`src/verilog/cpuPkg.sv`:
```
package cpuPkg;

  ////////////////////////////////
  // Machine word and registers
  ////////////////////////////////
  typedef logic [15:0] wordT;     // Data, instruction and address
  typedef logic [3:0]  regAddrT;  // R0..R15

  // Opcodes not listed run as no-ops
  typedef enum logic [3:0] {
    ADD = 4'd0,
    SUB = 4'd1,
    AND = 4'd2,
    NOR = 4'd3,
    SLL = 4'd4,
    SRL = 4'd5,
    SRA = 4'd6,
    LW  = 4'd8,
    SW  = 4'd9,
    LHB = 4'd10,
    LLB = 4'd11,
    B   = 4'd12,
    HLT = 4'd15
  } opcodeT;

  // Branch condition codes, tested against registered flags
  typedef enum logic [2:0] {
    NEQ    = 3'd0,  // Z clear
    EQ     = 3'd1,  // Z set
    GT     = 3'd2,  // Z and N clear
    LT     = 3'd3,  // N set
    GTE    = 3'd4,
    LTE    = 3'd5,
    OVFL   = 3'd6,  // V set
    UNCOND = 3'd7
  } condT;

  typedef struct packed {
    logic z;
    logic n;
    logic v;
  } flagsT;

  // Arbiter master index, lower value wins
  typedef enum logic [1:0] {
    LOADER = 2'd0,
    DATA   = 2'd1,
    FETCH  = 2'd2
  } masterT;

  ////////////////////////////////
  // Instruction fields
  ////////////////////////////////
  localparam int opHi    = 15;
  localparam int opLo    = 12;
  localparam int rdHi    = 11;  // Also LW/SW data register
  localparam int rdLo    = 8;
  localparam int rsHi    = 7;   // Also LW/SW base
  localparam int rsLo    = 4;
  localparam int rtHi    = 3;   // Also shamt and memory offset
  localparam int rtLo    = 0;
  localparam int immHi   = 7;
  localparam int immLo   = 0;
  localparam int condHi  = 11;
  localparam int condLo  = 9;
  localparam int brOffHi = 8;
  localparam int brOffLo = 0;

  localparam int memDepth = 256;
  localparam int memAddrW = $clog2(memDepth);  // Low word bits used as address

endpackage

```
`src/verilog/memBusIf.sv`:
```
`timescale 1ns/100ps

// One master port onto the shared memory
interface memBusIf import cpuPkg::*; ();

  logic req;     // Held until gnt
  logic we;
  wordT addr;
  wordT wdata;
  logic gnt;     // Same cycle as req
  wordT rdata;
  logic rvalid;  // One cycle after a granted read

  modport master (
    output req, we, addr, wdata,
    input  gnt, rdata, rvalid
  );

  modport slave (
    input  req, we, addr, wdata,
    output gnt, rdata, rvalid
  );

endinterface

```
`src/verilog/memArbiter.sv`:
```
`timescale 1ns/100ps

module memArbiter import cpuPkg::*; (
  input  logic   clk,
  input  logic   rst,
  memBusIf.slave loader,
  memBusIf.slave data,
  memBusIf.slave fetch,
  output logic   memWe,
  output wordT   memAddr,
  output wordT   memWdata,
  input  wordT   memRdata
);

  masterT sel;
  logic   selValid;
  masterT rdOwner;    // Who gets next cycle's rdata
  logic   rdPending;

  ////////////////////////////////
  // Fixed priority select
  ////////////////////////////////
  always_comb begin
    selValid = loader.req || data.req || fetch.req;
    if (loader.req)
      sel = LOADER;
    else if (data.req)
      sel = DATA;
    else
      sel = FETCH;
  end

  assign loader.gnt = selValid && (sel == LOADER);
  assign data.gnt   = selValid && (sel == DATA);
  assign fetch.gnt  = selValid && (sel == FETCH);

  always_comb begin
    unique case (sel)
      LOADER: begin
        memWe    = selValid && loader.we;
        memAddr  = loader.addr;
        memWdata = loader.wdata;
      end
      DATA: begin
        memWe    = selValid && data.we;
        memAddr  = data.addr;
        memWdata = data.wdata;
      end
      default: begin
        memWe    = selValid && fetch.we;
        memAddr  = fetch.addr;
        memWdata = fetch.wdata;
      end
    endcase
  end

  ////////////////////////////////
  // Read return steering
  ////////////////////////////////
  always_ff @(posedge clk) begin
    if (rst) begin
      rdPending <= 1'b0;
    end else begin
      rdPending <= selValid && !memWe;  // Granted read
    end
    rdOwner <= sel;
  end

  assign loader.rdata = memRdata;
  assign data.rdata   = memRdata;
  assign fetch.rdata  = memRdata;

  assign loader.rvalid = rdPending && (rdOwner == LOADER);
  assign data.rvalid   = rdPending && (rdOwner == DATA);
  assign fetch.rvalid  = rdPending && (rdOwner == FETCH);

endmodule

```
`src/flat_wrapper.sv`:
```
// flat-port wrapper written by rule: the top's interface ports become plain ports
module memArbiter_flat import cpuPkg::*;
  (clk, rst, memWe, memAddr, memWdata, memRdata, loader_req, loader_we, loader_addr, loader_wdata, loader_gnt, loader_rdata, loader_rvalid, data_req, data_we, data_addr, data_wdata, data_gnt, data_rdata, data_rvalid, fetch_req, fetch_we, fetch_addr, fetch_wdata, fetch_gnt, fetch_rdata, fetch_rvalid);
  memBusIf loader_i ();
  memBusIf data_i ();
  memBusIf fetch_i ();
  input  logic clk;
  input  logic rst;
  output logic memWe;
  output wordT memAddr;
  output wordT memWdata;
  input  wordT memRdata;
  input wire logic [$bits(loader_i.req)-1:0] loader_req;
  input wire logic [$bits(loader_i.we)-1:0] loader_we;
  input wire logic [$bits(loader_i.addr)-1:0] loader_addr;
  input wire logic [$bits(loader_i.wdata)-1:0] loader_wdata;
  output wire logic [$bits(loader_i.gnt)-1:0] loader_gnt;
  output wire logic [$bits(loader_i.rdata)-1:0] loader_rdata;
  output wire logic [$bits(loader_i.rvalid)-1:0] loader_rvalid;
  input wire logic [$bits(data_i.req)-1:0] data_req;
  input wire logic [$bits(data_i.we)-1:0] data_we;
  input wire logic [$bits(data_i.addr)-1:0] data_addr;
  input wire logic [$bits(data_i.wdata)-1:0] data_wdata;
  output wire logic [$bits(data_i.gnt)-1:0] data_gnt;
  output wire logic [$bits(data_i.rdata)-1:0] data_rdata;
  output wire logic [$bits(data_i.rvalid)-1:0] data_rvalid;
  input wire logic [$bits(fetch_i.req)-1:0] fetch_req;
  input wire logic [$bits(fetch_i.we)-1:0] fetch_we;
  input wire logic [$bits(fetch_i.addr)-1:0] fetch_addr;
  input wire logic [$bits(fetch_i.wdata)-1:0] fetch_wdata;
  output wire logic [$bits(fetch_i.gnt)-1:0] fetch_gnt;
  output wire logic [$bits(fetch_i.rdata)-1:0] fetch_rdata;
  output wire logic [$bits(fetch_i.rvalid)-1:0] fetch_rvalid;
  assign loader_i.req = loader_req;
  assign loader_i.we = loader_we;
  assign loader_i.addr = loader_addr;
  assign loader_i.wdata = loader_wdata;
  assign loader_gnt = loader_i.gnt;
  assign loader_rdata = loader_i.rdata;
  assign loader_rvalid = loader_i.rvalid;
  assign data_i.req = data_req;
  assign data_i.we = data_we;
  assign data_i.addr = data_addr;
  assign data_i.wdata = data_wdata;
  assign data_gnt = data_i.gnt;
  assign data_rdata = data_i.rdata;
  assign data_rvalid = data_i.rvalid;
  assign fetch_i.req = fetch_req;
  assign fetch_i.we = fetch_we;
  assign fetch_i.addr = fetch_addr;
  assign fetch_i.wdata = fetch_wdata;
  assign fetch_gnt = fetch_i.gnt;
  assign fetch_rdata = fetch_i.rdata;
  assign fetch_rvalid = fetch_i.rvalid;
  memArbiter u_core (.clk(clk), .rst(rst), .loader(loader_i), .data(data_i), .fetch(fetch_i), .memWe(memWe), .memAddr(memAddr), .memWdata(memWdata), .memRdata(memRdata));
endmodule
```
`config.mk`:
```
export PLATFORM = sky130hd
export DESIGN_NAME = memArbiter_flat
export DESIGN_NICKNAME = d
export VERILOG_FILES = /design/src/verilog/cpuPkg.sv /design/src/verilog/memBusIf.sv /design/src/verilog/memArbiter.sv /design/src/flat_wrapper.sv
export SDC_FILE = /design/constraint.sdc
export NUM_CORES = 1
export LEC_CHECK = 0
export BUFFER_PORTS_ARGS = -buffer_cell sky130_fd_sc_hd__buf_2
export CAP_MARGIN = 20
export CORE_AREA = 2 2 81 83
export DETAILED_ROUTE_END_ITERATION = 12
export DIE_AREA = 0 0 83 85
export PLACE_DENSITY = 0.63
export SLEW_MARGIN = 30
export SYNTH_ARGS = -nofsm -noshare
export SYNTH_HDL_FRONTEND = slang
export SYNTH_SLANG_ARGS = --single-unit
```
`constraint.sdc`:
```
create_clock -name clk -period 1.7 [get_ports clk]
set_input_delay 0.17 -clock clk [delete_from_list [all_inputs] [get_ports clk]]
set_output_delay 0.17 -clock clk [all_outputs]
set_load 0.01 [all_outputs]
```
After elaboration in Yosys (flattened, before gate mapping). Index checks and enable logic that the tools add are counted.

Equality and inequality tests: 4. Multiplexer cells: 5. Reductions and logical operators: 15.

Operator list (number): $pmux W16 S2 (2); $logic_and A1 B1 Y1 (10); $eq A2 B1 Y1 const B (2); $eq A2 B2 Y1 const B (2); $logic_not A2 Y1 (2); $mux W2 (2); $logic_or A1 B1 Y1 (2); $pmux W1 S2 (1); $logic_not A1 Y1 (1).

Input bits: 120. Output and inout bits: 87. Logic and storage cells: 26. Register bits: 3.

Longest topological paths before layout. Gate-level depths: netlist of run 1.

Depth in word-level cells: 6. Mapped depth: 4. Mapped depth without buffers: 2.

Worst setup path after synthesis of run 1. Ideal clock, no wire load.

Kind: input-to-output. Start point: input data_req. End point: output memWe. Path buffers: 2. Data required time: 1530 ps. Stages on the path: 4. Path slack: 731 ps. Data arrival time: 799 ps. Cells stage by stage: buf_6 -> buf_6 -> nand3b_1 -> a21oi_1.

Longest elaborated chain between the ends: 4. Elaborated cells on any way between the ends: 10. Those cells by class: eq/ne: 1; mux: 3; reduce/logical: 6.

RTL lines: start, declared (RTL line flat_wrapper.sv:20) `input wire logic [$bits(data_i.req)-1:0] data_req;`; $mux W2 / $logic_or A1 B1 Y1 (equally long branches) (RTL line memArbiter.sv:27, memArbiter.sv:24); $mux W2 / $logic_or A1 B1 Y1 (equally long branches) (RTL line memArbiter.sv:25, memArbiter.sv:24); $eq A2 B1 Y1, or another cell as far along (RTL line memArbiter.sv:38) `unique case (sel)`; $pmux W1 S2 (*) (RTL line memArbiter.sv:38); end, declared (RTL line flat_wrapper.sv:9) `output logic memWe;`.

Every way passes the cells marked *; elsewhere a longest branch is shown, timed or not.

Worst setup path in the final report of run 1.
Start point: input data_req. End point: output memAddr[14].

Longest elaborated chain between the ends: 4. Elaborated cells on any way between the ends: 5. Those cells by class: eq/ne: 1; mux: 3; reduce/logical: 1.

RTL lines: $mux W2 (*) (RTL line memArbiter.sv:27) `else if (data.req)`; $mux W2 (*) (RTL line memArbiter.sv:25) `if (loader.req)`; $eq A2 B1 Y1 / $logic_not A2 Y1 (equally long branches) (RTL line memArbiter.sv:38); $pmux W16 S2 (*) (RTL line memArbiter.sv:38); end, declared (RTL line flat_wrapper.sv:10) `output wordT memAddr;`.

Marks and branches as above.

==> flow_summary.html, run 1 <==
<table>
<tr><th>Metric</th><th>Value</th></tr>
<tr><th colspan="2">Timing</th></tr>
<tr><td>Ratio of final minimum period to clock period</td><td>0.702</td></tr>
<tr><td>Sum Neg Setup Slack</td><td>0 ns</td></tr>
<tr><td>Worst hold slack after final layout</td><td>0.208 ns</td></tr>
<tr><td>Total of endpoints with negative setup slack in the final report</td><td>0</td></tr>
<tr><td>Setup repair after global routing missed its margin</td><td>no</td></tr>
<tr><td>Highest attainable clock frequency</td><td>838 MHz</td></tr>
<tr><td>Rel. slew slack</td><td>0.826</td></tr>
<tr><td>Number of failing hold endpoints at the final stage</td><td>0</td></tr>
<tr><td>Worst slew pin tran</td><td>0.261 ns</td></tr>
<tr><td>Max-slew violations</td><td>0</td></tr>
<tr><td>Shortest period the worst path allows</td><td>1.19 ns</td></tr>
<tr><th colspan="2">Placement</th></tr>
<tr><td>IO Port Bufs</td><td>142</td></tr>
<tr><td>Post-DP Area</td><td>1600 sq um</td></tr>
<tr><td>Total instance count after detailed placement</td><td>335</td></tr>
<tr><td>Half-perimeter wire length after placement</td><td>3080 microns</td></tr>
<tr><td>Gp weighted congestion</td><td>0.731</td></tr>
<tr><th colspan="2">Pwr</th></tr>
<tr><td>Net switching fraction of the power</td><td>0.341</td></tr>
<tr><td>Part of the power in the clock network</td><td>0.301</td></tr>
<tr><td>Static leakage</td><td>0.974 nW</td></tr>
<tr><td>Part of the power in registers</td><td>0.116</td></tr>
<tr><td>Power per unit of standard cell area</td><td>408 nW/um^2</td></tr>
<tr><td>Switching power</td><td>0.229 mW</td></tr>
<tr><td>Worst vdd rail ir drop</td><td>0.000459 V</td></tr>
<tr><td>Internal Dissipation</td><td>0.442 mW</td></tr>
<tr><td>Share of total power in combinational logic</td><td>0.583</td></tr>
<tr><th colspan="2">Die</th></tr>
<tr><td>Number of top-level pins</td><td>207</td></tr>
<tr><td>Cell row count</td><td>29</td></tr>
<tr><td>Y dimension of the die</td><td>85 microns</td></tr>
<tr><td>Area of the placeable core</td><td>6200 sq um</td></tr>
<tr><td>Starting Density</td><td>0.193</td></tr>
<tr><td>Die extent in x</td><td>83 microns</td></tr>
<tr><td>Area of the die</td><td>7060 sq um</td></tr>
<tr><th colspan="2">Critical path</th></tr>
<tr><td>Endpoint kind of the worst setup timing path</td><td>output port</td></tr>
<tr><td>Critical path class</td><td>primary input to output port</td></tr>
<tr><td>Worst EP arrival</td><td>1.02 ns</td></tr>
<tr><td>Worst Path Max Fanout</td><td>38</td></tr>
<tr><td>Type of element launching the critical path</td><td>primary input</td></tr>
<tr><td>Data required time at the worst endpoint</td><td>1.53 ns</td></tr>
<tr><th colspan="2">Clocking</th></tr>
<tr><td>Root buffer cell</td><td>sky130_fd_sc_hd__clkbuf_8</td></tr>
<tr><td>Total clock buffers created by CTS</td><td>3</td></tr>
<tr><td>Sink Count</td><td>3</td></tr>
<tr><td>Clock transition at the register clock pins on the worst setup and hold paths after CTS</td><td>0.03 ns</td></tr>
<tr><td>Cells resized by post-CTS repair</td><td>0</td></tr>
<tr><td>Largest buffer count on any clock path</td><td>2</td></tr>
<tr><td>Buffers inserted during post-CTS setup optimization</td><td>0</td></tr>
<tr><td>Hold buffers post-CTS</td><td>0</td></tr>
<tr><td>CTS tree</td><td>yes</td></tr>
<tr><td>CTS H-tree depth</td><td>1</td></tr>
<tr><th colspan="2">Yosys</th></tr>
<tr><td>FF+latch count, synth</td><td>3</td></tr>
<tr><td>Post-synthesis async set-or-reset flop share</td><td>0</td></tr>
<tr><td>Cell Area, Synth</td><td>1200 sq um</td></tr>
<tr><td>Main flop type after synthesis</td><td>sky130_fd_sc_hd__dfxtp_1</td></tr>
<tr><td>Mean post-synth cell area</td><td>6.84 sq um</td></tr>
<tr><td>Number of enable-type register cells in the synthesized netlist</td><td>0</td></tr>
<tr><td>Cells after Synth</td><td>175</td></tr>
<tr><td>Portion of the post-synthesis area used by sequential elements</td><td>0.0502</td></tr>
<tr><td>Distinct cell type count after synthesis</td><td>18</td></tr>
<tr><td>Number of warning messages in the yosys log</td><td>0</td></tr>
<tr><td>Net Count, Synth</td><td>295</td></tr>
<tr><th colspan="2">Flow run</th></tr>
<tr><td># Max-Cap Violations</td><td>0</td></tr>
<tr><th colspan="2">Routing</th></tr>
<tr><td>Via count normalized by instance count</td><td>4.13</td></tr>
<tr><td>Number of DRC markers after the initial detailed-route iteration</td><td>27</td></tr>
<tr><td>Count of nets left with antenna violations after detail routing</td><td>0</td></tr>
<tr><td>Final Routed Wirelength</td><td>3780 microns</td></tr>
<tr><td>Drt first pass iters</td><td>4</td></tr>
<tr><td>Post-detailed-route DRC marker count</td><td>0</td></tr>
<tr><td>Detail-routed net length per standard cell</td><td>11.2 microns</td></tr>
<tr><td>Via Count</td><td>1,399</td></tr>
<tr><th colspan="2">GRT</th></tr>
<tr><td>Vias in the first global route</td><td>1,272</td></tr>
<tr><td>GRT Overall Usage</td><td>0.0964</td></tr>
<tr><td>Global-route wire length before repair</td><td>5800 microns</td></tr>
<tr><td>GRT Residual Overflow</td><td>0</td></tr>
<tr><td>Antenna violations before repair</td><td>0</td></tr>
<tr><td>Largest net degree at the start of global routing</td><td>72</td></tr>
<tr><th colspan="2">Run status</th></tr>
<tr><td>Status</td><td>finished, final reports clean</td></tr>
<tr><th colspan="2">Layout</th></tr>
<tr><td>Final instance area</td><td>1640 sq um</td></tr>
<tr><td>Share of cells above drive strength 1</td><td>0.561</td></tr>
<tr><td>Post-route insts no fill</td><td>339</td></tr>
<tr><td>Net count of the finished layout</td><td>383</td></tr>
<tr><td>Syn-to-layout area delta</td><td>37.3%</td></tr>
<tr><td>Diodes inserted</td><td>0</td></tr>
<tr><td>Final Core Density</td><td>0.265</td></tr>
<tr><th colspan="2">Min path</th></tr>
<tr><td>Class of the tightest hold or removal check</td><td>primary input to flip-flop</td></tr>
</table>
[final timing paths]
kind / slack (ns) / endpoint / from / cells past startpoint
worst min-delay path: 0.21 / u_core.rdPending$_SDFF_PP0_ / rst / 3
worst max-delay path: 0.51 / memAddr[14] / data_req / 5
[per-layer routing]
metal  wire (microns)  track usage  vias to the layer above
li1                 -            -                      712
met1             1220       0.0900                      579
met2             1970        0.191                      105
met3              574       0.0438                        3
met4               14       0.0209                        0
met5                0            0                        -
[state kept, by name (all words and copies together), names as in the netlist]
name,flops
u_core.rdPending,1
u_core.rdOwner,2
[worst max-delay path: stages]
cell and delay [ns]:
sky130_fd_sc_hd__buf_2 0.10, sky130_fd_sc_hd__buf_12 0.25, sky130_fd_sc_hd__mux2i_1 0.25, sky130_fd_sc_hd__o21ai_1 0.09, sky130_fd_sc_hd__buf_2 0.15
[kinds of logic after synthesis]
logic type	synth area share
buffers and inverters	0.372
and+or+nand+nor	0.157
AOI/OAI and AO/OA	0.154
muxes	0.268
DFF	0.0502
[power groups by stage]
stage / clock [mW] / combinational, mW / sequential, mW
detailed placement: 0 / 0.394 / 0.0786
CTS: 0.208 / 0.396 / 0.0777
floorplan: 0 / 0.312 / 0.0781
finish: 0.202 / 0.391 / 0.0777
global route: 0.219 / 0.435 / 0.0781
global placement: 0 / 0.387 / 0.0785
[cell type report]
cell class | count | area [sq um]
clock buffers | 4 | 45.0
fillers | 697 | 4560
multi-input cells | 111 | 692
flip-flops and latches | 3 | 60.1
well taps | 77 | 96.3
repair buffers | 144 | 751
[stage by stage]
step,setup WS (ns),power [mW]
floorplan,0.731,0.390
global placement,0.470,0.465
detailed placement,0.468,0.473
CTS,0.461,0.681
global route,0.391,0.732
finish,0.507,0.670
[placed cells by master (no fill, tap or decap)]
| cell | instances |
|---|---|
| sky130_fd_sc_hd__o31a_1 | 1 |
| sky130_fd_sc_hd__buf_2 | 142 |
| sky130_fd_sc_hd__and2_1 | 1 |
| sky130_fd_sc_hd__nor2b_1 | 3 |
| sky130_fd_sc_hd__dfxtp_1 | 3 |
| sky130_fd_sc_hd__nand3b_1 | 1 |
| sky130_fd_sc_hd__nand2_1 | 33 |
| sky130_fd_sc_hd__o21ai_0 | 8 |
| sky130_fd_sc_hd__nor3b_1 | 2 |
| sky130_fd_sc_hd__a21oi_1 | 3 |
| sky130_fd_sc_hd__clkbuf_8 | 3 |
| sky130_fd_sc_hd__mux2i_1 | 32 |
| sky130_fd_sc_hd__nor2_1 | 2 |
| sky130_fd_sc_hd__buf_12 | 2 |
| sky130_fd_sc_hd__clkbuf_1 | 1 |
| sky130_fd_sc_hd__o21ai_1 | 24 |
| sky130_fd_sc_hd__and3b_1 | 1 |
[cells in the mapped netlist, types with 3 or more instances]
| cell type | n | area share |
|---|---|---|
| sky130_fd_sc_hd__dfxtp_1 | 3 | 0.050 |
| sky130_fd_sc_hd__nor2b_1 | 3 | 0.016 |
| sky130_fd_sc_hd__o21ai_0 | 8 | 0.033 |
| sky130_fd_sc_hd__buf_4 | 49 | 0.31 |
| sky130_fd_sc_hd__buf_2 | 5 | 0.021 |
| sky130_fd_sc_hd__mux2i_1 | 32 | 0.27 |
| sky130_fd_sc_hd__o21ai_1 | 24 | 0.10 |
| sky130_fd_sc_hd__clkbuf_1 | 4 | 0.013 |
| sky130_fd_sc_hd__a21oi_1 | 3 | 0.013 |
| sky130_fd_sc_hd__nand2_1 | 33 | 0.10 |
No activity file was read; power rests on OpenSTA's default activity.
==> run 2: changes to the inputs <==
ABC_AREA = 1   (was unset)
PLACE_DENSITY = 0.61   (was 0.63)
clock period = 1.2 ns   (was 1.7 ns; I/O delays follow)
==> run 2 against run 1 <==
Against the previous run:
- final area decreased by 2.8%
- combinational power increased by 38%
- global-route usage up 0.54 points
- hold slack lost 0.059 ns
- total power increased by 41%
- sequential share of layout area increased by 0.11 points
- count of clock-buffer cells in the layout stayed put
- synthesized cell count rose by 21%
- critical path depth rose by 1
- sequential power is 42% higher
- synthesized area fell by 8.0%
- via count increased by 8.9%
==> flow_summary.html, run 2 <==
<table>
<tr><th>Metric</th><th>Value</th></tr>
<tr><th colspan="2">Run status</th></tr>
<tr><td>Status</td><td>finished, final reports clean</td></tr>
<tr><th colspan="2">Timing</th></tr>
<tr><td>Worst Setup Slack, final</td><td>0.137 ns</td></tr>
<tr><td>Worst slew pin tran</td><td>0.203 ns</td></tr>
<tr><td>Rel. slew slack</td><td>0.864</td></tr>
<tr><td>Ratio of final minimum period to clock period</td><td>0.886</td></tr>
<tr><td>Highest attainable clock frequency</td><td>941 MHz</td></tr>
<tr><td>Setup repair after global routing missed its margin</td><td>no</td></tr>
<tr><td>Number of failing hold endpoints at the final stage</td><td>0</td></tr>
<tr><td>Max-slew violations</td><td>0</td></tr>
<tr><td>Total of endpoints with negative setup slack in the final report</td><td>0</td></tr>
<tr><td>Shortest period the worst path allows</td><td>1.06 ns</td></tr>
<tr><td>Sum Neg Setup Slack</td><td>0 ns</td></tr>
<tr><th colspan="2">Pwr</th></tr>
<tr><td>Power per unit of standard cell area</td><td>590 nW/um^2</td></tr>
<tr><td>Worst vdd rail ir drop</td><td>0.000385 V</td></tr>
<tr><td>Static leakage</td><td>0.990 nW</td></tr>
<tr><td>Overall power consumption</td><td>0.942 mW</td></tr>
<tr><th colspan="2">Yosys</th></tr>
<tr><td>Cells after Synth</td><td>211</td></tr>
<tr><td>Main flop type after synthesis</td><td>sky130_fd_sc_hd__dfxtp_1</td></tr>
<tr><td>Number of warning messages in the yosys log</td><td>0</td></tr>
<tr><td>Net Count, Synth</td><td>331</td></tr>
<tr><td>Distinct cell type count after synthesis</td><td>13</td></tr>
<tr><td>Top cells by instance count after synthesis</td><td>sky130_fd_sc_hd__nand2_1, sky130_fd_sc_hd__buf_4, sky130_fd_sc_hd__nand3_1, sky130_fd_sc_hd__buf_2, sky130_fd_sc_hd__inv_1</td></tr>
<tr><td>Largest cells by area after synthesis</td><td>sky130_fd_sc_hd__nand2_1, sky130_fd_sc_hd__buf_4, sky130_fd_sc_hd__nand3_1</td></tr>
<tr><td>Most frequently used cell type in the post-synthesis netlist</td><td>sky130_fd_sc_hd__nand2_1</td></tr>
<tr><td>Number of enable-type register cells in the synthesized netlist</td><td>0</td></tr>
<tr><td>Library cell with the largest summed area after synthesis</td><td>sky130_fd_sc_hd__nand2_1</td></tr>
<tr><td>Cell Area, Synth</td><td>1100 sq um</td></tr>
<tr><td>Portion of the post-synthesis area used by sequential elements</td><td>0.0545</td></tr>
<tr><td>Post-synthesis async set-or-reset flop share</td><td>0</td></tr>
<tr><td>Mean post-synth cell area</td><td>5.22 sq um</td></tr>
<tr><td>FF+latch count, synth</td><td>3</td></tr>
<tr><td>Area share of the leading cell type in the synthesized netlist</td><td>0.348</td></tr>
<tr><th colspan="2">Clocking</th></tr>
<tr><td>CTS tree</td><td>yes</td></tr>
<tr><td>Buffers inserted during post-CTS setup optimization</td><td>0</td></tr>
<tr><td>Root buffer cell</td><td>sky130_fd_sc_hd__clkbuf_8</td></tr>
<tr><td>Clock transition at the register clock pins on the worst setup and hold paths after CTS</td><td>0.03 ns</td></tr>
<tr><td>Cells resized by post-CTS repair</td><td>0</td></tr>
<tr><td>CTS H-tree depth</td><td>1</td></tr>
<tr><td>Total clock buffers created by CTS</td><td>3</td></tr>
<tr><td>Hold buffers post-CTS</td><td>0</td></tr>
<tr><td>Sink Count</td><td>3</td></tr>
<tr><td>Largest buffer count on any clock path</td><td>2</td></tr>
<tr><th colspan="2">GRT</th></tr>
<tr><td>GRT Residual Overflow</td><td>0</td></tr>
<tr><td>Antenna violations before repair</td><td>0</td></tr>
<tr><td>GRT Overall Usage</td><td>0.102</td></tr>
<tr><td>Largest net degree at the start of global routing</td><td>35</td></tr>
<tr><td>Global-route wire length before repair</td><td>6130 microns</td></tr>
<tr><td>Vias in the first global route</td><td>1,468</td></tr>
<tr><th colspan="2">Layout</th></tr>
<tr><td>Biggest regs</td><td>u_core.rdOwner: 2 flops, u_core.rdPending: 1 flops</td></tr>
<tr><td>Post-route insts no fill</td><td>380</td></tr>
<tr><td>Area taken by multi-input logic gates</td><td>601 sq um</td></tr>
<tr><td>Syn-to-layout area delta</td><td>45.1%</td></tr>
<tr><td>Commonest cells after routing, fill and taps aside</td><td>sky130_fd_sc_hd__buf_2, sky130_fd_sc_hd__nand2_1, sky130_fd_sc_hd__nand3_1</td></tr>
<tr><td>Number of fill cells</td><td>719</td></tr>
<tr><td>Share of cells above drive strength 1</td><td>0.505</td></tr>
<tr><td>Number of flip-flops in the largest register</td><td>2</td></tr>
<tr><td>Area taken by flip-flops and latches</td><td>60.1 sq um</td></tr>
<tr><td>Final Core Density</td><td>0.258</td></tr>
<tr><td>Most frequent standard cell in the layout excluding fill and tap cells</td><td>sky130_fd_sc_hd__buf_2</td></tr>
<tr><td>Largest reg by FF count</td><td>u_core.rdOwner</td></tr>
<tr><td>Diodes inserted</td><td>0</td></tr>
<tr><td>Net count of the finished layout</td><td>424</td></tr>
<tr><th colspan="2">Routing</th></tr>
<tr><td>Number of DRC markers after the initial detailed-route iteration</td><td>30</td></tr>
<tr><td>Via count normalized by instance count</td><td>4.01</td></tr>
<tr><td>Via Count</td><td>1,523</td></tr>
<tr><td>Count of nets left with antenna violations after detail routing</td><td>0</td></tr>
<tr><td>Final Routed Wirelength</td><td>3740 microns</td></tr>
<tr><td>Drt first pass iters</td><td>6</td></tr>
<tr><td>Detail-routed net length per standard cell</td><td>9.84 microns</td></tr>
<tr><td>Post-detailed-route DRC marker count</td><td>0</td></tr>
<tr><th colspan="2">Critical path</th></tr>
<tr><td>Cell-by-cell trace of the critical path</td><td>buf_2, nor2_4, buf_4, nand2_1, nand3_1, buf_2</td></tr>
<tr><td>Data required time at the worst endpoint</td><td>1.08 ns</td></tr>
<tr><td>Cell family with the largest share of critical-path delay</td><td>buffers and inverters</td></tr>
<tr><td>Worst Path Max Fanout</td><td>13</td></tr>
<tr><td>Cell repeated most along the worst path</td><td>sky130_fd_sc_hd__buf_2</td></tr>
<tr><td>Endpoint kind of the worst setup timing path</td><td>output port</td></tr>
<tr><td>Worst path max stage delay</td><td>0.22 ns</td></tr>
<tr><td>Cell with the biggest individual delay on the critical path</td><td>sky130_fd_sc_hd__buf_4</td></tr>
<tr><td>Worst EP arrival</td><td>0.94 ns</td></tr>
<tr><td>Critical path class</td><td>primary input to output port</td></tr>
<tr><td>Critical path buffers and inverters</td><td>3</td></tr>
<tr><td>Type of element launching the critical path</td><td>primary input</td></tr>
<tr><th colspan="2">Die</th></tr>
<tr><td>Y dimension of the die</td><td>85 microns</td></tr>
<tr><td>Number of top-level pins</td><td>207</td></tr>
<tr><td>Area of the placeable core</td><td>6200 sq um</td></tr>
<tr><td>Cell row count</td><td>29</td></tr>
<tr><td>Starting Density</td><td>0.177</td></tr>
<tr><td>Area of the die</td><td>7060 sq um</td></tr>
<tr><td>Die extent in x</td><td>83 microns</td></tr>
<tr><th colspan="2">Placement</th></tr>
<tr><td>IO Port Bufs</td><td>142</td></tr>
<tr><td>Worst slack at placement</td><td>0.129 ns</td></tr>
<tr><td>Total instance count after detailed placement</td><td>376</td></tr>
<tr><td>Half-perimeter wire length after placement</td><td>3110 microns</td></tr>
<tr><td>Gp weighted congestion</td><td>0.733</td></tr>
<tr><th colspan="2">Flow run</th></tr>
<tr><td># Max-Cap Violations</td><td>0</td></tr>
<tr><th colspan="2">Min path</th></tr>
<tr><td>Class of the tightest hold or removal check</td><td>primary input to flip-flop</td></tr>
</table>
==> run 2: cell count changes after synthesis, sizes merged, moves of 3 or more <==
cell	previous run	this run
nand2	33	102
nand3	0	34
mux2i	32	0
o21ai	32	0
inv	0	6
a21oi	3	0
nor2b	3	0
==> run 2: cell type report <==
| class | instances | share of cell area |
|---|---|---|
| Clock buffer | 4 | 0.0282 |
| Sequential cell | 3 | 0.0376 |
| Tap cell | 77 | 0.0603 |
| Multi-Input combinational cell | 143 | 0.376 |
| Timing Repair Buffer | 147 | 0.484 |
| Inverter | 6 | 0.0141 |
==> run 2: layer usage <==
metal | GRT usage | part of all wire | up-vias
li1 | - | - | 789
met1 | 0.0992 | 0.35 | 618
met2 | 0.190 | 0.50 | 91
met3 | 0.0233 | 0.11 | 25
met4 | 0.0715 | 0.037 | 0
met5 | 0 | 0 | -
==> run 2: through the flow <==
stage	area [sq um]	hold slack, ns
6_report	1600	0.149
5_1_grt	1600	0.183
4_1_cts	1600	0.143
3_5_place_dp	1550	0.240
3_3_place_gp	1550	0.240
2_1_floorplan	1100	0.269
==> run 2: worst paths after layout <==
path                           to  startpoint  cells after the start  slack [ns]
min   u_core.rdPending$_SDFF_PP0_         rst                      4        0.15
max                   memWdata[5]  loader_req                      6        0.14
==> run 2: power by group <==
group	total [mW]	leakage, nW	switching, mW	internal (mW)
Clock	0.292	0.0228	0.0655	0.226
Combinational	0.540	0.942	0.266	0.274
Sequential	0.110	0.0250	0.00357	0.107
==> run 2: cells by family (layout without fill, tap and decap cells) <==
family / after synthesis / in the layout / synth area share
and+or+nand+nor: 143 / 143 / 0.545
DFF: 3 / 3 / 0.0545
buffers and inverters: 65 / 157 / 0.400
