`src/verilog/cpuPkg.sv`:
```
package cpuPkg;

  ////////////////////////////////
  // Machine word and registers
  ////////////////////////////////
  typedef logic [15:0] wordT;     // Data, instruction and address
  typedef logic [3:0]  regAddrT;  // R0..R15

  // Opcodes not listed run as no-ops
  typedef enum logic [3:0] {
    ADD = 4'd0,
    SUB = 4'd1,
    AND = 4'd2,
    NOR = 4'd3,
    SLL = 4'd4,
    SRL = 4'd5,
    SRA = 4'd6,
    LW  = 4'd8,
    SW  = 4'd9,
    LHB = 4'd10,
    LLB = 4'd11,
    B   = 4'd12,
    HLT = 4'd15
  } opcodeT;

  // Branch condition codes, tested against registered flags
  typedef enum logic [2:0] {
    NEQ    = 3'd0,  // Z clear
    EQ     = 3'd1,  // Z set
    GT     = 3'd2,  // Z and N clear
    LT     = 3'd3,  // N set
    GTE    = 3'd4,
    LTE    = 3'd5,
    OVFL   = 3'd6,  // V set
    UNCOND = 3'd7
  } condT;

  typedef struct packed {
    logic z;
    logic n;
    logic v;
  } flagsT;

  // Arbiter master index, lower value wins
  typedef enum logic [1:0] {
    LOADER = 2'd0,
    DATA   = 2'd1,
    FETCH  = 2'd2
  } masterT;

  ////////////////////////////////
  // Instruction fields
  ////////////////////////////////
  localparam int opHi    = 15;
  localparam int opLo    = 12;
  localparam int rdHi    = 11;  // Also LW/SW data register
  localparam int rdLo    = 8;
  localparam int rsHi    = 7;   // Also LW/SW base
  localparam int rsLo    = 4;
  localparam int rtHi    = 3;   // Also shamt and memory offset
  localparam int rtLo    = 0;
  localparam int immHi   = 7;
  localparam int immLo   = 0;
  localparam int condHi  = 11;
  localparam int condLo  = 9;
  localparam int brOffHi = 8;
  localparam int brOffLo = 0;

  localparam int memDepth = 256;
  localparam int memAddrW = $clog2(memDepth);  // Low word bits used as address

endpackage

```
`src/verilog/memBusIf.sv`:
```
`timescale 1ns/100ps

// One master port onto the shared memory
interface memBusIf import cpuPkg::*; ();

  logic req;     // Held until gnt
  logic we;
  wordT addr;
  wordT wdata;
  logic gnt;     // Same cycle as req
  wordT rdata;
  logic rvalid;  // One cycle after a granted read

  modport master (
    output req, we, addr, wdata,
    input  gnt, rdata, rvalid
  );

  modport slave (
    input  req, we, addr, wdata,
    output gnt, rdata, rvalid
  );

endinterface

```
`src/verilog/fetchUnit.sv`:
```
`timescale 1ns/100ps

module fetchUnit import cpuPkg::*; (
  input  logic    clk,
  input  logic    rst,
  memBusIf.master bus,
  output logic    instrValid,
  output wordT    instr,
  output wordT    instrPc,
  input  logic    take,
  input  logic    redirect,
  input  wordT    target,
  input  logic    halted
);

  logic runEn;     // Low for the cycle after reset
  wordT fetchPc;
  wordT reqPc;     // PC of the word in flight
  logic inFlight;
  logic discard;   // Drop the word requested under a redirect
  logic bufValid;
  wordT bufInstr;
  wordT bufPc;
  logic rxValid;

  assign rxValid = inFlight && bus.rvalid && !discard;

  // Arriving word bypasses the buffer
  assign instrValid = bufValid || rxValid;
  assign instr      = rxValid ? bus.rdata : bufInstr;
  assign instrPc    = rxValid ? reqPc : bufPc;  // Holds last PC once idle

  // Ask for the next word only when the slot will be free
  assign bus.req   = runEn && !halted && (!instrValid || take);
  assign bus.we    = 1'b0;
  assign bus.addr  = fetchPc;
  assign bus.wdata = '0;

  always_ff @(posedge clk) begin
    if (rst) begin
      runEn    <= 1'b0;
      fetchPc  <= '0;
      inFlight <= 1'b0;
      discard  <= 1'b0;
      bufValid <= 1'b0;
      bufPc    <= '0;
    end else begin
      runEn    <= 1'b1;
      inFlight <= bus.req && bus.gnt;
      discard  <= redirect && bus.req && bus.gnt;
      if (redirect)
        fetchPc <= target;
      else if (bus.req && bus.gnt)
        fetchPc <= fetchPc + 16'd1;
      if (redirect || take)
        bufValid <= 1'b0;
      else if (rxValid)
        bufValid <= 1'b1;
      if (rxValid)
        bufPc <= reqPc;
    end
  end

  always_ff @(posedge clk) begin
    if (bus.req && bus.gnt) reqPc <= fetchPc;
    if (rxValid) bufInstr <= bus.rdata;
  end

endmodule

```
`src/flat_wrapper.sv`:
```
// flat-port wrapper written by rule: the top's interface ports become plain ports
module fetchUnit_flat import cpuPkg::*;
  (clk, rst, instrValid, instr, instrPc, take, redirect, target, halted, bus_req, bus_we, bus_addr, bus_wdata, bus_gnt, bus_rdata, bus_rvalid);
  memBusIf bus_i ();
  input  logic clk;
  input  logic rst;
  output logic instrValid;
  output wordT instr;
  output wordT instrPc;
  input  logic take;
  input  logic redirect;
  input  wordT target;
  input  logic halted;
  output wire logic [$bits(bus_i.req)-1:0] bus_req;
  output wire logic [$bits(bus_i.we)-1:0] bus_we;
  output wire logic [$bits(bus_i.addr)-1:0] bus_addr;
  output wire logic [$bits(bus_i.wdata)-1:0] bus_wdata;
  input wire logic [$bits(bus_i.gnt)-1:0] bus_gnt;
  input wire logic [$bits(bus_i.rdata)-1:0] bus_rdata;
  input wire logic [$bits(bus_i.rvalid)-1:0] bus_rvalid;
  assign bus_req = bus_i.req;
  assign bus_we = bus_i.we;
  assign bus_addr = bus_i.addr;
  assign bus_wdata = bus_i.wdata;
  assign bus_i.gnt = bus_gnt;
  assign bus_i.rdata = bus_rdata;
  assign bus_i.rvalid = bus_rvalid;
  fetchUnit u_core (.clk(clk), .rst(rst), .bus(bus_i), .instrValid(instrValid), .instr(instr), .instrPc(instrPc), .take(take), .redirect(redirect), .target(target), .halted(halted));
endmodule
```
`config.mk`:
```
export PLATFORM = sky130hd
export DESIGN_NAME = fetchUnit_flat
export DESIGN_NICKNAME = d
export VERILOG_FILES = /design/src/verilog/cpuPkg.sv /design/src/verilog/memBusIf.sv /design/src/verilog/fetchUnit.sv /design/src/flat_wrapper.sv
export SDC_FILE = /design/constraint.sdc
export NUM_CORES = 1
export LEC_CHECK = 0
export BUFFER_PORTS_ARGS = -buffer_cell sky130_fd_sc_hd__clkbuf_2
export CELL_PAD_IN_SITES_DETAIL_PLACEMENT = 1
export CELL_PAD_IN_SITES_GLOBAL_PLACEMENT = 1
export CORE_ASPECT_RATIO = 1.25
export CORE_MARGIN = 4
export CORE_UTILIZATION = 33
export DETAILED_ROUTE_END_ITERATION = 8
export GPL_TIMING_DRIVEN = 0
export PLACE_DENSITY = 0.74
export SLEW_MARGIN = 20
export SYNTH_ARGS = -nofsm -noshare
export SYNTH_HDL_FRONTEND = slang
export SYNTH_SLANG_ARGS = --single-unit
```
`constraint.sdc`:
```
create_clock -name clk -period 1.6 [get_ports clk]
set_input_delay 0.08 -clock clk [delete_from_list [all_inputs] [get_ports clk]]
set_output_delay 0.08 -clock clk [all_outputs]
set_load 0.005 [all_outputs]
```
Yosys cells after proc, flatten, opt, wreduce, memory -nomap -nowiden
Cells that the tools add are included.

Logic and storage cells: 29. Input bits: 39. Output and inout bits: 67. Register bits after elaboration: 68.

Mux-type cells: 5. Reductions and logical operators: 15. $add $sub $neg: 1.

Operator list (count): $mux 16 (4); $add 16x1->16 const B (1); $logic_and 1x1->1 (7); $logic_not 1->1 (3); $logic_or 1x1->1 (3); $reduce_bool 2->1 (1); $reduce_or 2->1 (1); $mux 1 (1).

Depth between registers and ports, before layout
Gate-level depths: netlist of run 1.

Depth after elaboration: 9. Depth in mapped cells: 6. Mapped depth without buffers: 4.

Worst setup path after synthesis of run 1
No wires, ideal clock.

Path kind: flip-flop to flip-flop. Start point: reg u_core.fetchPc[0] (netlist: u_core.bus.addr[0]). End point: reg u_core.fetchPc[12] (netlist: u_core.bus.addr[12]). Library setup time: 112 ps. Slack: -79 ps. Cell stages (with the launch flop): 6. Arrival time: 1566 ps. Cells stage by stage: dfxtp_1 -> ha_1 -> nand3_1 -> clkbuf_1 -> o41a_1 -> a2111oi_1.

Longest elaborated chain between the ends: 3.

Ends and longest elaborated chain: start: declaration (RTL line fetchUnit.sv:17) `wordT fetchPc;`; start signal: assignment (RTL line fetchUnit.sv:52) `fetchPc <= target;`; start signal: assignment (RTL line fetchUnit.sv:54) `fetchPc <= fetchPc + 16'd1;`; $add 16x1->16 (RTL line fetchUnit.sv:54); $mux 16 (RTL line fetchUnit.sv:53) `else if (bus.req && bus.gnt)`; $mux 16 (RTL line fetchUnit.sv:51) `if (redirect)`.

Every way passes these cells. The select of a mux whose other input is x is not followed. A chain may end at the register's enable or synchronous reset.

Final worst setup path of run 1
Start point: reg u_core.bufValid. End point: reg u_core.fetchPc[11] (netlist: u_core.bus.addr[11]).

Longest elaborated chain between the ends: 6.

Ends and longest elaborated chain: start: declaration (RTL line fetchUnit.sv:21) `logic bufValid;`; start signal: assignment (RTL line fetchUnit.sv:45) `bufValid <= 1'b0;`; start signal: assignment (RTL line fetchUnit.sv:56) `bufValid <= 1'b0;`; start signal: assignment (RTL line fetchUnit.sv:58) `bufValid <= 1'b1;`; $logic_or 1x1->1 (RTL line fetchUnit.sv:29) `assign instrValid = bufValid || rxValid;`; $logic_not 1->1 (RTL line fetchUnit.sv:34) `assign bus.req = runEn && !halted && (!instrValid || take);`; $logic_or 1x1->1 (RTL line fetchUnit.sv:34); $logic_and 1x1->1 (RTL line fetchUnit.sv:34); $logic_and 1x1->1 (RTL line fetchUnit.sv:53); $reduce_bool 2->1 (no source line).

Every way passes these cells.

==> impl_results.md, run 1 <==
* Final Net Count at around 460
* PwrDens at 951 nW/um^2
* I/O pins at 106
* Internal power at between 3 and 4 mW
* CTS Buffer Depth at 2
* Net Sw Frac at 0.254
* Setup WS pre-CTS at -377 ps
* Mux share of post-synthesis cell area at 0.130
* Post-synthesis simple-gate area fraction at 0.163
* Register bit count reported by yosys at ~70
* GP Congestion at around 0.74
* Post-DRT Antenna Nets at 0
* Combinational fraction of design power at 0.183
* Failing checks: negative setup slack
* Least-Margin Pin Slew at around 660 ps
* Max layer used: met4
* Startpoint types: flip-flop
* Tcrit/Tclk final at 1.10
* Min Tclk post-route at ~1800 ps
* Met1 WL at approximately 3900 um
* Unrepaired setup endpoints after global routing: yes
* Vias in the first global route at between 2000 and 3000
* Required @ worst endpoint at ~1900 ps
* Compound-cell area share of the yosys netlist at 0.0890
* Met3 wire len at approximately 610 um
* Routed WL per cell at slightly above 20 um
* Final instance area at between 4000 and 5000 um^2
* Routed met2 length at ~5800 um
* Ys Warns at 0
* Die width at between 90 and 100 um
* Clk sinks at 68
* XOR/XNOR share of the synthesized area at 0.00309
* Synth-to-Final Area Change at 59.2%
* Post-Synthesis Cells at about 250
* Rel. slew slack at 0.559
* Routed WL at ~11000 um
* Largest net degree at the start of global routing at 14
* CP Capture Type: flip-flop
* Peak Freq at approximately 570 MHz
* Most frequent cells in the layout: clkbuf_2, dfxtp_1, buf_4
* CTS tree: done
* Synthesized area at roughly 2800 um^2
* Adder-Cell Fraction of Synth Area at 0.00441
* Synth Flop Type: dfxtp_1
* Placed inst area at 3470 um^2
* Final setup viols at between 50 and 60
* Netlist cell types at 39
* ANT cells at 0
* Max_cap viols at 0
* Seq/Total Area, Yosys at 0.536
* Worst skew pair latency at about 350 ps
* Synth async-reset ratio at 0
* Worst setup path category: reg2reg
* Global-route wire length before repair at between 10000 and 15000 um
* Detailed Place HPWL at a little under 6000 um
* Starting DRT DRC Count at about 110
* Overflow after GRT at 0
* Layout Utilization at 0.542
* Commonest non-fill, non-tap cell in the layout: clkbuf_2
* Power consumption at about 4.3 mW
* Vias per Instance at a little over 5
* Status: finished with violations
* Final setup margin at -154 ps
* Largest driver fanout on the critical path at 5
* Initial Utilization at 0.341
* Clock transition at the registers of the reported paths at approximately 80 ps
* Die H at around 110 um
* Post-synth EDFFs at 16
* Vias at about 2600
* Initial antenna violation count at 0
* Largest family of logic cells by synthesized area: simple AND/OR/NAND/NOR gates
* Root buf cell: clkbuf_8
* Leakage at between 2 and 2.5 nW
* GRT Total Usage at 0.186
* Htree depth at 3
* Share of cells above drive strength 1 at 0.511
* Final Max Slew Viols at 0
* Hold Crit Class: in2reg
* Seq pwr share at 0.466
* Setup TNS at -2920 ps
* DRC viols at 0
* Syn_area_per_cell at between 10 and 15 um^2
* Core area at roughly 8300 um^2
* Setup Skew at ~8.9 ps
* FP Rows at 37
* Total CTS buffers at 9
* IO buf count at between 80 and 90
* Max VDD drop at ~0.40 mV
* NetSw at 1.09 mW
* Die area at 10200 um^2
* Clock network fraction of design power at 0.350
* CP arrival at approximately 2000 ps
* Fin. Hold Viols at 0
* DRT Pass-1 Iters at 4
## timing repair
action / CTS / global route
hold endpoints to repair: 25 / 0
gates cloned: 3 / 1
gates resized for setup: 51 / 53
endpoints found under the setup margin: 80 / 65
pin swaps: 13 / 14
hold buffers: 25 / 0
buffers inserted: 14 / 6
## critical path, stage by stage, from the launching register on
cell       delay, ps
dfxtp_1          330
nand2b_1         170
o2111ai_4        210
buf_6            190
or4_4            500
a311oi_2         250
## area by class of cell
cell class | count | area (um^2)
fill | 907 | 3810
sequential | 68 | 1550
multi-input combinational | 165 | 1380
timing repair buffer | 135 | 966
buffer | 31 | 267
clock buffer | 15 | 176
tap | 97 | 121
clock inverter | 1 | 30.0
inverter | 6 | 26.3
## power by group through the flow
stage          clock network [mW]  logic [mW]  registers, mW
2_1_floorplan                   0       0.269           2.00
5_1_grt                      1.61       0.846           2.02
4_1_cts                      1.51       0.637           1.98
6_report                     1.51       0.789           2.01
3_5_place_dp                    0       0.507           2.03
3_3_place_gp                    0       0.488           2.01
## sequential cells by signal, summed over array words and instances, names as in the netlist
signal,cells
u_core.bufInstr,16
u_core.bufPc,16
u_core.bufValid,1
u_core.bus.addr,16
u_core.discard,1
u_core.inFlight,1
u_core.reqPc,16
u_core.runEn,1
## cell usage after synthesis (all sizes together), types with 6 or more instances
cell    count  area (um^2)
inv         6         22.5
a311oi      9         78.8
clkbuf     11         41.3
o21ai       7         35.0
dfxtp      52         1040
nand2       7         26.3
nand3       7         35.0
o31ai       9         67.6
or4         6         45.0
mux2       32          360
buf        20          143
nor2       17         63.8
and2       17          106
nor4        6         37.5
edfxtp     16          480
## per-layer routing
layer	vias to the layer above	global-route usage
li1	1215	-
met1	1281	0.192
met2	104	0.347
met3	14	0.0568
met4	0	0.0684
met5	-	0
## path summary, 6_finish.rpt
| check | to | slack, ps | cells after the start | start |
|---|---|---|---|---|
| worst max register to register | u_core.bus.addr[11]$_SDFFE_PP0P_ | -150 | 5 | u_core.bufValid$_SDFFE_PP0P_ |
| worst min-delay path | u_core.bus.addr[9]$_SDFFE_PP0P_ | 30 | 3 | target[9] |
| worst max-delay path | u_core.bus.addr[11]$_SDFFE_PP0P_ | -150 | 5 | u_core.bufValid$_SDFFE_PP0P_ |
| worst min register to register | u_core.bufInstr[7]$_DFF_P_ | 490 | 1 | u_core.bufInstr[7]$_DFF_P_ |
## cell families (layout without fill, tap and decap cells)
group	Yosys count	count (layout)
other	1	17
AND/OR/NAND/NOR	80	80
flip-flops	68	68
buffers and inverters	37	188
adder cells (fa/ha/maj)	1	1
multiplexers	33	33
XOR/XNOR	1	1
AO/OA/AOI/OAI	33	33
## per-stage QoR
| step | hold WS, ps | instances |
|---|---|---|
| 2_1_floorplan | 152 | 270 |
| 3_3_place_gp | 313 | 454 |
| 3_5_place_dp | 323 | 454 |
| 4_1_cts | 4.92 | 512 |
| 5_1_grt | 27.3 | 518 |
| 6_report | 34.0 | 518 |
Note: power is estimated with default switching activity, not from simulation.
==> inputs of run 2 (changes only) <==
--- a/config.mk
+++ b/config.mk
@@ -10,10 +10,11 @@
 export CELL_PAD_IN_SITES_GLOBAL_PLACEMENT = 1
 export CORE_ASPECT_RATIO = 1.25
 export CORE_MARGIN = 4
-export CORE_UTILIZATION = 33
+export CORE_UTILIZATION = 37
+export CTS_CLUSTER_SIZE = 20
 export DETAILED_ROUTE_END_ITERATION = 8
 export GPL_TIMING_DRIVEN = 0
-export PLACE_DENSITY = 0.74
+export PLACE_DENSITY = 0.78
 export SLEW_MARGIN = 20
 export SYNTH_ARGS = -nofsm -noshare
 export SYNTH_HDL_FRONTEND = slang
==> constraint.sdc (replaced) <==
create_clock -name clk -period 1.9 [get_ports clk]
set_input_delay 0.095 -clock clk [delete_from_list [all_inputs] [get_ports clk]]
set_output_delay 0.095 -clock clk [all_outputs]
set_load 0.005 [all_outputs]
==> run 2 against run 1 <==
Flip-flop and latch count is the same; critical path type is now reg2out; register-to-register slack gained 240 ps; sequential share of layout area grew 4.7 points; largest cell class unchanged; cell count shrank 6.2%; first-iteration DRC count shrank 58%; critical path depth is the same; die area shrank 10%; the flow now finishes without violations.
==> impl_results.md, run 2 (synthesis gave the netlist of run 1 again) <==
* Largest net degree at the start of global routing at 14 (unchanged)
* Internal power at 2.49 mW (-22%)
* Largest driver fanout on the critical path at 10 (+5)
* Status: completed
* Worst path depth at 5 (unchanged)
* Clock network fraction of design power at 0.355 (+0.005)
* Most frequent cells in the layout: clkbuf_2, dfxtp_1, buf_4
* Setup TNS at 0 ps (+2920 ps)
* Max_cap viols at 0 (unchanged)
* Vias per Instance at 4.98 (-1.4%)
* Hold Crit Class: in2reg
* Starting DRT DRC Count at 45 (-58%)
* CTS Buffer Depth at 2 (unchanged)
* Least-Margin Pin Slew at 528 ps (-133 ps)
* Power consumption at 3.34 mW (-22%)
* FP Rows at 35 (-5.4%)
* GRT Total Usage at 0.183 (-0.00289)
* Worst setup path category: reg2out
* I/O pins at 106 (unchanged)
* CP Capture Type: output port
* Routed WL at 8120 um (-23%)
* Commonest non-fill, non-tap cell in the layout: clkbuf_2
* Clk sinks at 68 (unchanged)
* Tcrit/Tclk final at 0.973
* Final setup margin at 51.8 ps (+206 ps)
* Root buf cell: clkbuf_8
* Worst-case reg-to-reg path depth at 6 (+1)
* Core area at 7440 um^2 (-11%)
* Die area at 9150 um^2 (-10%)
* Total CTS buffers at 9 (unchanged)
* Unrepaired setup endpoints after global routing: yes
* Peak Freq at 541 MHz
* DRT Pass-1 Iters at 4 (unchanged)
* Overflow after GRT at 0 (unchanged)
* R2r startpoint: u_core.discard$_SDFF_PP0_
* R2R setup slack at 90 ps (+240 ps)
* Fin. Hold Viols at 0 (unchanged)
* Worst Setup SP: u_core.discard$_SDFF_PP0_
* Startpoint types: flip-flop
* Die H at 106 um (-5.2%)
* Synth-to-Final Area Change at 37.9%
* Fillers at 846 (-6.7%)
* Multi-input logic area at 1190 um^2 (-14%)
* Htree depth at 3 (unchanged)
* PwrDens at 854 nW/um^2 (-10%)
* Setup WS pre-CTS at -174 ps (+203 ps)
* Initial antenna violation count at 0 (unchanged)
* Most common cell on crit path: buf_4
* Clock transition at the registers of the reported paths at 70 ps (about the same)
* DRC viols at 0 (unchanged)
* Reg area at 1530 um^2 (-1.5%)
* Max stage delay cell, worst path: mux2_2
* FF-to-FF End: u_core.reqPc[9]$_DFFE_PP_
* Critical path endpoint: instr[7]
* Vias in the first global route at 2590 (-11%)
* Final Net Count at 429 (-5.9%)
* Rel. slew slack at 0.648 (+0.0890)
* Routed WL per cell at 16.7 um (-18%)
* Seq pwr share at 0.503 (+0.037)
* Final Max Slew Viols at 0 (unchanged)
* Worst skew pair latency at 350 ps (about the same)
* CP top delay family: buffers and inverters
* CP arrival at 1750 ps (-260 ps)
* NetSw at 0.853 mW (-22%)
* Max VDD drop at 0.459 mV (+14%)
* Setup Skew at 11.3 ps (+2.46 ps)
* Share of cells above drive strength 1 at 0.406 (-0.105)
* IO buf count at 87 (unchanged)
* Hold path cells at 3 (unchanged)
* Initial Utilization at 0.381 (+0.0407)
* Post-DRT Antenna Nets at 0 (unchanged)
* Count of buffer and inverter cells on the critical path at 3 (+2)
* Global-route wire length before repair at 13000 um (-13%)
* Die width at 86.3 um (-5.1%)
* Combinational fraction of design power at 0.142 (-0.041)
* CTS tree: done
* Net Sw Frac at 0.255 (+0.00110)
* Leakage at 1.76 nW (-14%)
* Largest stage delay on the critical path at 380 ps (-120 ps)
* Hold slack at 8.74 ps (-25.2 ps)
* Detailed Place HPWL at 5540 um (-4.2%)
* Vias at 2419 (-7.5%)
* Min Tclk post-route at 1850 ps
* Required @ worst endpoint at 1800 ps (-50 ps)
* CP Cell Sequence: nand3b_4, buf_4, buf_4, mux2_2, clkbuf_2
* Final setup viols at 0 (-100%)
* ANT cells at 0 (unchanged)
* GP Congestion at 0.778 (+4.8%)
-- run 2: cell count changes in the layout (fill, tap and decap cells not counted), moves of 5 or more --
cell           before  now
buf_4              32   21
mux2_4             14    0
buf_8               5    0
dlygate4sd3_1      25   19
mux2_2             14   20
or4_4               5    0
dfxtp_1            41   48
dfxtp_4             6    0
buf_6              10    0
or4_1               1    6
clkbuf_2           82   89
mux2_1              4   12
-- run 2: area by class of cell --
type                    count  share of cell area
flip-flops and latches     68               0.390
inverters                   6             0.00671
repair buffers            108               0.167
clock buffers              12              0.0451
well taps                  92              0.0294
clock inverters             4             0.00671
plain buffers              31              0.0508
multi-input cells         165               0.304
-- run 2: worst min path at each step --
stage	endpoint	slack, ps	start
final	u_core.bus.addr[11]$_SDFFE_PP0P_	9	target[11]
after global routing	u_core.bus.addr[11]$_SDFFE_PP0P_	20	target[11]
after floorplan	u_core.bus.addr[2]$_SDFFE_PP0P_	170	rst
after global placement	u_core.bufValid$_SDFFE_PP0P_	330	take
after detailed placement	u_core.bufInstr[14]$_DFF_P_	340	bus_rdata[14]
after CTS	u_core.bus.addr[11]$_SDFFE_PP0P_	0.1	target[11]
-- run 2: layer usage --
| metal | part of all wire | track usage | vias up | wire length, um |
|---|---|---|---|---|
| li1 | - | - | 1164 | - |
| met3 | 0.067 | 0.0442 | 11 | 540 |
| met5 | 0 | 0 | - | 0 |
| met4 | 0.017 | 0.0746 | 0 | 136 |
| met1 | 0.42 | 0.211 | 1153 | 3420 |
| met2 | 0.50 | 0.319 | 91 | 4020 |
-- run 2: power groups by stage --
stage	Clock [mW]	Sequential, mW	Combinational (mW)
floorplan	0	1.68	0.224
global placement	0	1.70	0.407
detailed placement	0	1.71	0.420
CTS	1.21	1.67	0.460
global route	1.29	1.69	0.527
finish	1.19	1.68	0.475
-- run 2: through the flow --
step | util | cells | area (um^2)
2_1_floorplan | - | 270 | 2900
3_3_place_gp | 0.463 | 449 | 3450
3_5_place_dp | 0.463 | 449 | 3450
4_1_cts | 0.522 | 486 | 3890
5_1_grt | 0.526 | 486 | 3910
6_report | 0.526 | 486 | 3910
-- run 2: what timing repair did --
action,in CTS,in global routing
hold endpoints to repair,19,0
setup buffers,2,0
resized for setup,9,12
endpoints found under the setup margin,48,31
hold buffers,19,0
-- run 2: worst register-to-register path, delay by kind of cell, from the launching register on --
| family | cells | cell delay [ps] |
|---|---|---|
| AO/OA/AOI/OAI | 1 | 300 |
| buffers and inverters | 4 | 770 |
| AND/OR/NAND/NOR | 1 | 200 |
| flip-flops | 1 | 300 |
==> inputs of run 3 (changes only) <==
--- a/config.mk
+++ b/config.mk
@@ -5,16 +5,17 @@
 export SDC_FILE = /design/constraint.sdc
 export NUM_CORES = 1
 export LEC_CHECK = 0
+export ABC_AREA = 1
 export BUFFER_PORTS_ARGS = -buffer_cell sky130_fd_sc_hd__clkbuf_2
 export CELL_PAD_IN_SITES_DETAIL_PLACEMENT = 1
 export CELL_PAD_IN_SITES_GLOBAL_PLACEMENT = 1
 export CORE_ASPECT_RATIO = 1.25
 export CORE_MARGIN = 4
-export CORE_UTILIZATION = 37
+export CORE_UTILIZATION = 36
 export CTS_CLUSTER_SIZE = 20
 export DETAILED_ROUTE_END_ITERATION = 8
 export GPL_TIMING_DRIVEN = 0
-export PLACE_DENSITY = 0.78
+export PLACE_DENSITY = 0.79
 export SLEW_MARGIN = 20
 export SYNTH_ARGS = -nofsm -noshare
 export SYNTH_HDL_FRONTEND = slang
==> run 3 against run 2 <==
Register-to-register slack improved by 140 ps; die area rose by 11%; synthesized cell count rose by 52%; non-clock buffer count fell by 5; critical endpoint is now instrPc[0].
==> impl_results.md, run 3 <==
* DRT Pass-1 Iters at 4 (unchanged)
* Vias per Instance at 4.59 (-7.9%)
* Required @ worst endpoint at 1800 ps (about the same)
* Largest driver fanout on the critical path at 10 (unchanged)
* I/O pins at 106 (unchanged)
* Share of cells above drive strength 1 at 0.301 (-0.105)
* Yosys top cell by area: dfxtp_1
* PwrDens at 827 nW/um^2 (-3.1%)
* Setup TNS at 0 ps (unchanged)
* CP arrival at 1610 ps (-140 ps)
* Ranking of synthesized cells by area: dfxtp_1, edfxtp_1, nand2_1
* Detailed Place HPWL at 6450 um (+16%)
* Clk sinks at 68 (unchanged)
* CP Capture Type: output port
* Area share of the leading cell type in the synthesized netlist at 0.338 (-0.0287)
* Adder-Cell Fraction of Synth Area at 0.00406 (-0.000345)
* ANT cells at 0 (unchanged)
* Clock transition at the registers of the reported paths at 80 ps (about the same)
* Largest net degree at the start of global routing at 18 (+4)
* Hold slack at 44.1 ps (+35.4 ps)
* Startpoint types: flip-flop
* Register bit count reported by yosys at 68 (unchanged)
* Most frequent cells in the layout: nand2_1, clkbuf_2, inv_1
* FP Rows at 37 (+5.7%)
* Rel. slew slack at 0.606 (-0.0423)
* Setup Skew at 14.3 ps (+2.99 ps)
* Vias at 2839 (+17%)
* Total CTS buffers at 9 (unchanged)
* Post-DRT Antenna Nets at 0 (unchanged)
* Top-count cell post-synth: nand2_1
* Worst skew pair latency at 360 ps (about the same)
* Post-synth EDFFs at 16 (unchanged)
* Syn_area_per_cell at 8.00 um^2 (-28%)
* Synthesized area at 3080 um^2 (+8.5%)
* Post-Synthesis Cells at 385 (+52%)
* Max VDD drop at 0.428 mV (-6.9%)
* Overflow after GRT at 0 (unchanged)
* IO buf count at 88 (+1.1%)
* Netlist cell types at 27 (-31%)
* Vias in the first global route at 3022 (+17%)
* Ys Warns at 0 (unchanged)
* Htree depth at 3 (unchanged)
* Peak Freq at 588 MHz (+8.6%)
* Synth-to-Final Area Change at 32.9%
* Least-Margin Pin Slew at 591 ps (+63.5 ps)
* Routed WL at 8750 um (+7.8%)
* Die area at 10100 um^2 (+11%)
* GP Congestion at 0.766 (-1.5%)
* Compound-cell area share of the yosys netlist at 0.0585 (-0.0305)
* Final Net Count at 557 (+30%)
* XOR/XNOR share of the synthesized area at 0.00569 (+0.00260)
* DRC viols at 0 (unchanged)
* Final Max Slew Viols at 0 (unchanged)
* GRT Total Usage at 0.181 (-0.00129)
* Power consumption at 3.38 mW (+1.3%)
* Status: completed
* Initial antenna violation count at 0 (unchanged)
* Seq/Total Area, Yosys at 0.494 (-0.0420)
* Routed WL per cell at 14.1 um (-15%)
* Tcrit/Tclk final at 0.896 (-0.0770)
* CTS tree: done
* Worst setup path category: reg2out
* Initial Utilization at 0.372 (-0.00961)
* Min Tclk post-route at 1700 ps (-146 ps)
* Core area at 8290 um^2 (+11%)
* Hold Crit Class: in2reg
* Mux share of post-synthesis cell area at 0.0585 (-0.0720)
* Synth Flop Type: dfxtp_1
* Fin. Hold Viols at 0 (unchanged)
* Starting DRT DRC Count at 107 (+140%)
* Global-route wire length before repair at 14400 um (+11%)
* Largest family of logic cells by synthesized area: simple AND/OR/NAND/NOR gates
* Commonest non-fill, non-tap cell in the layout: nand2_1
* Leakage at 2.11 nW (+20%)
* Fillers at 1069 (+26%)
* Layout Utilization at 0.494 (-0.0318)
* Final setup viols at 0 (unchanged)
* CTS Buffer Depth at 2 (unchanged)
* Post-synthesis simple-gate area fraction at 0.248 (+0.0851)
* Max_cap viols at 0 (unchanged)
* Synth async-reset ratio at 0 (unchanged)
* Die width at 90.7 um (+5.1%)
* Synth cell count leaders: nand2_1, inv_1, dfxtp_1
* Unrepaired setup endpoints after global routing: no
* Die H at 111 um (+5.2%)
* Root buf cell: clkbuf_8
## run 3: cell types whose count changed after synthesis, moves of 12 or more
cell / delta
and2_1: -17
inv_1: +51
mux2_1: -12
nand2_1: +87
nand3_1: +18
nor2_1: +20
o21ai_0: +16
## run 3: final cells by class
| cell class | count | area [um^2] | area share |
|---|---|---|---|
| repair buffers | 105 | 621 | 0.152 |
| plain buffers | 29 | 190 | 0.0465 |
| clock buffers | 9 | 124 | 0.0303 |
| well taps | 97 | 121 | 0.0297 |
| inverters | 58 | 221 | 0.0541 |
| clock inverters | 7 | 75.1 | 0.0183 |
| flip-flops and latches | 68 | 1520 | 0.372 |
| multi-input cells | 246 | 1220 | 0.298 |
## run 3: logic make-up after synthesis
| kind of cell | Yosys count |
|---|---|
| other | 1 |
| adders and majority gates | 1 |
| and+or+nand+nor | 176 |
| xor gates and xnor gates | 2 |
| AOI/OAI and AO/OA | 34 |
| buffers and inverters | 87 |
| muxes | 16 |
| DFF | 68 |
## run 3: through the flow
step                      cell area (um^2)  setup slack [ps]  std cells
after floorplan                       3140               495        401
after global placement                3700               211        586
after detailed placement              3700               103        586
after CTS                             4060              71.1        618
after global routing                  4090              32.0        619
final                                 4090               198        619
## run 3: metal layers
| layer | global-route usage | part of all wire | vias up |
|---|---|---|---|
| met5 | 0 | 0 | - |
| met4 | 0.0909 | 0.029 | 0 |
| met3 | 0.0453 | 0.047 | 18 |
| met2 | 0.334 | 0.54 | 68 |
| met1 | 0.189 | 0.38 | 1318 |
| li1 | - | - | 1435 |
## run 3: power breakdown
group | internal (mW) | leakage, nW | total (mW) | switching [mW]
registers | 1.61 | 0.575 | 1.67 | 0.0659
logic | 0.262 | 1.44 | 0.516 | 0.254
clock network | 0.610 | 0.0935 | 1.20 | 0.586
## run 3: repair_timing
action                     in CTS  in global routing
hold buffers                   16                  0
buffers inserted                0                  1
hold endpoints to repair       16                  0
resized for setup               0                 13
setup endpoints to repair       0                 17
## run 3: final timing paths
check	from	to	slack [ps]	cells after the start
max reg2reg	u_core.bus.addr[0]$_SDFFE_PP0P_	u_core.bus.addr[14]$_SDFFE_PP0P_	230	10
max	u_core.inFlight$_SDFF_PP0_	instrPc[0]	200	6
min	target[12]	u_core.bus.addr[12]$_SDFFE_PP0P_	40	5
min reg2reg	u_core.bufInstr[12]$_DFF_P_	u_core.bufInstr[12]$_DFF_P_	480	1
## run 3: worst max-delay path: stages (launching register included)
cell and delay, ps:
dfxtp_1 340, nand3_2 140, buf_4 210, buf_4 190
o21ai_1 190, inv_1 70, clkbuf_2 120
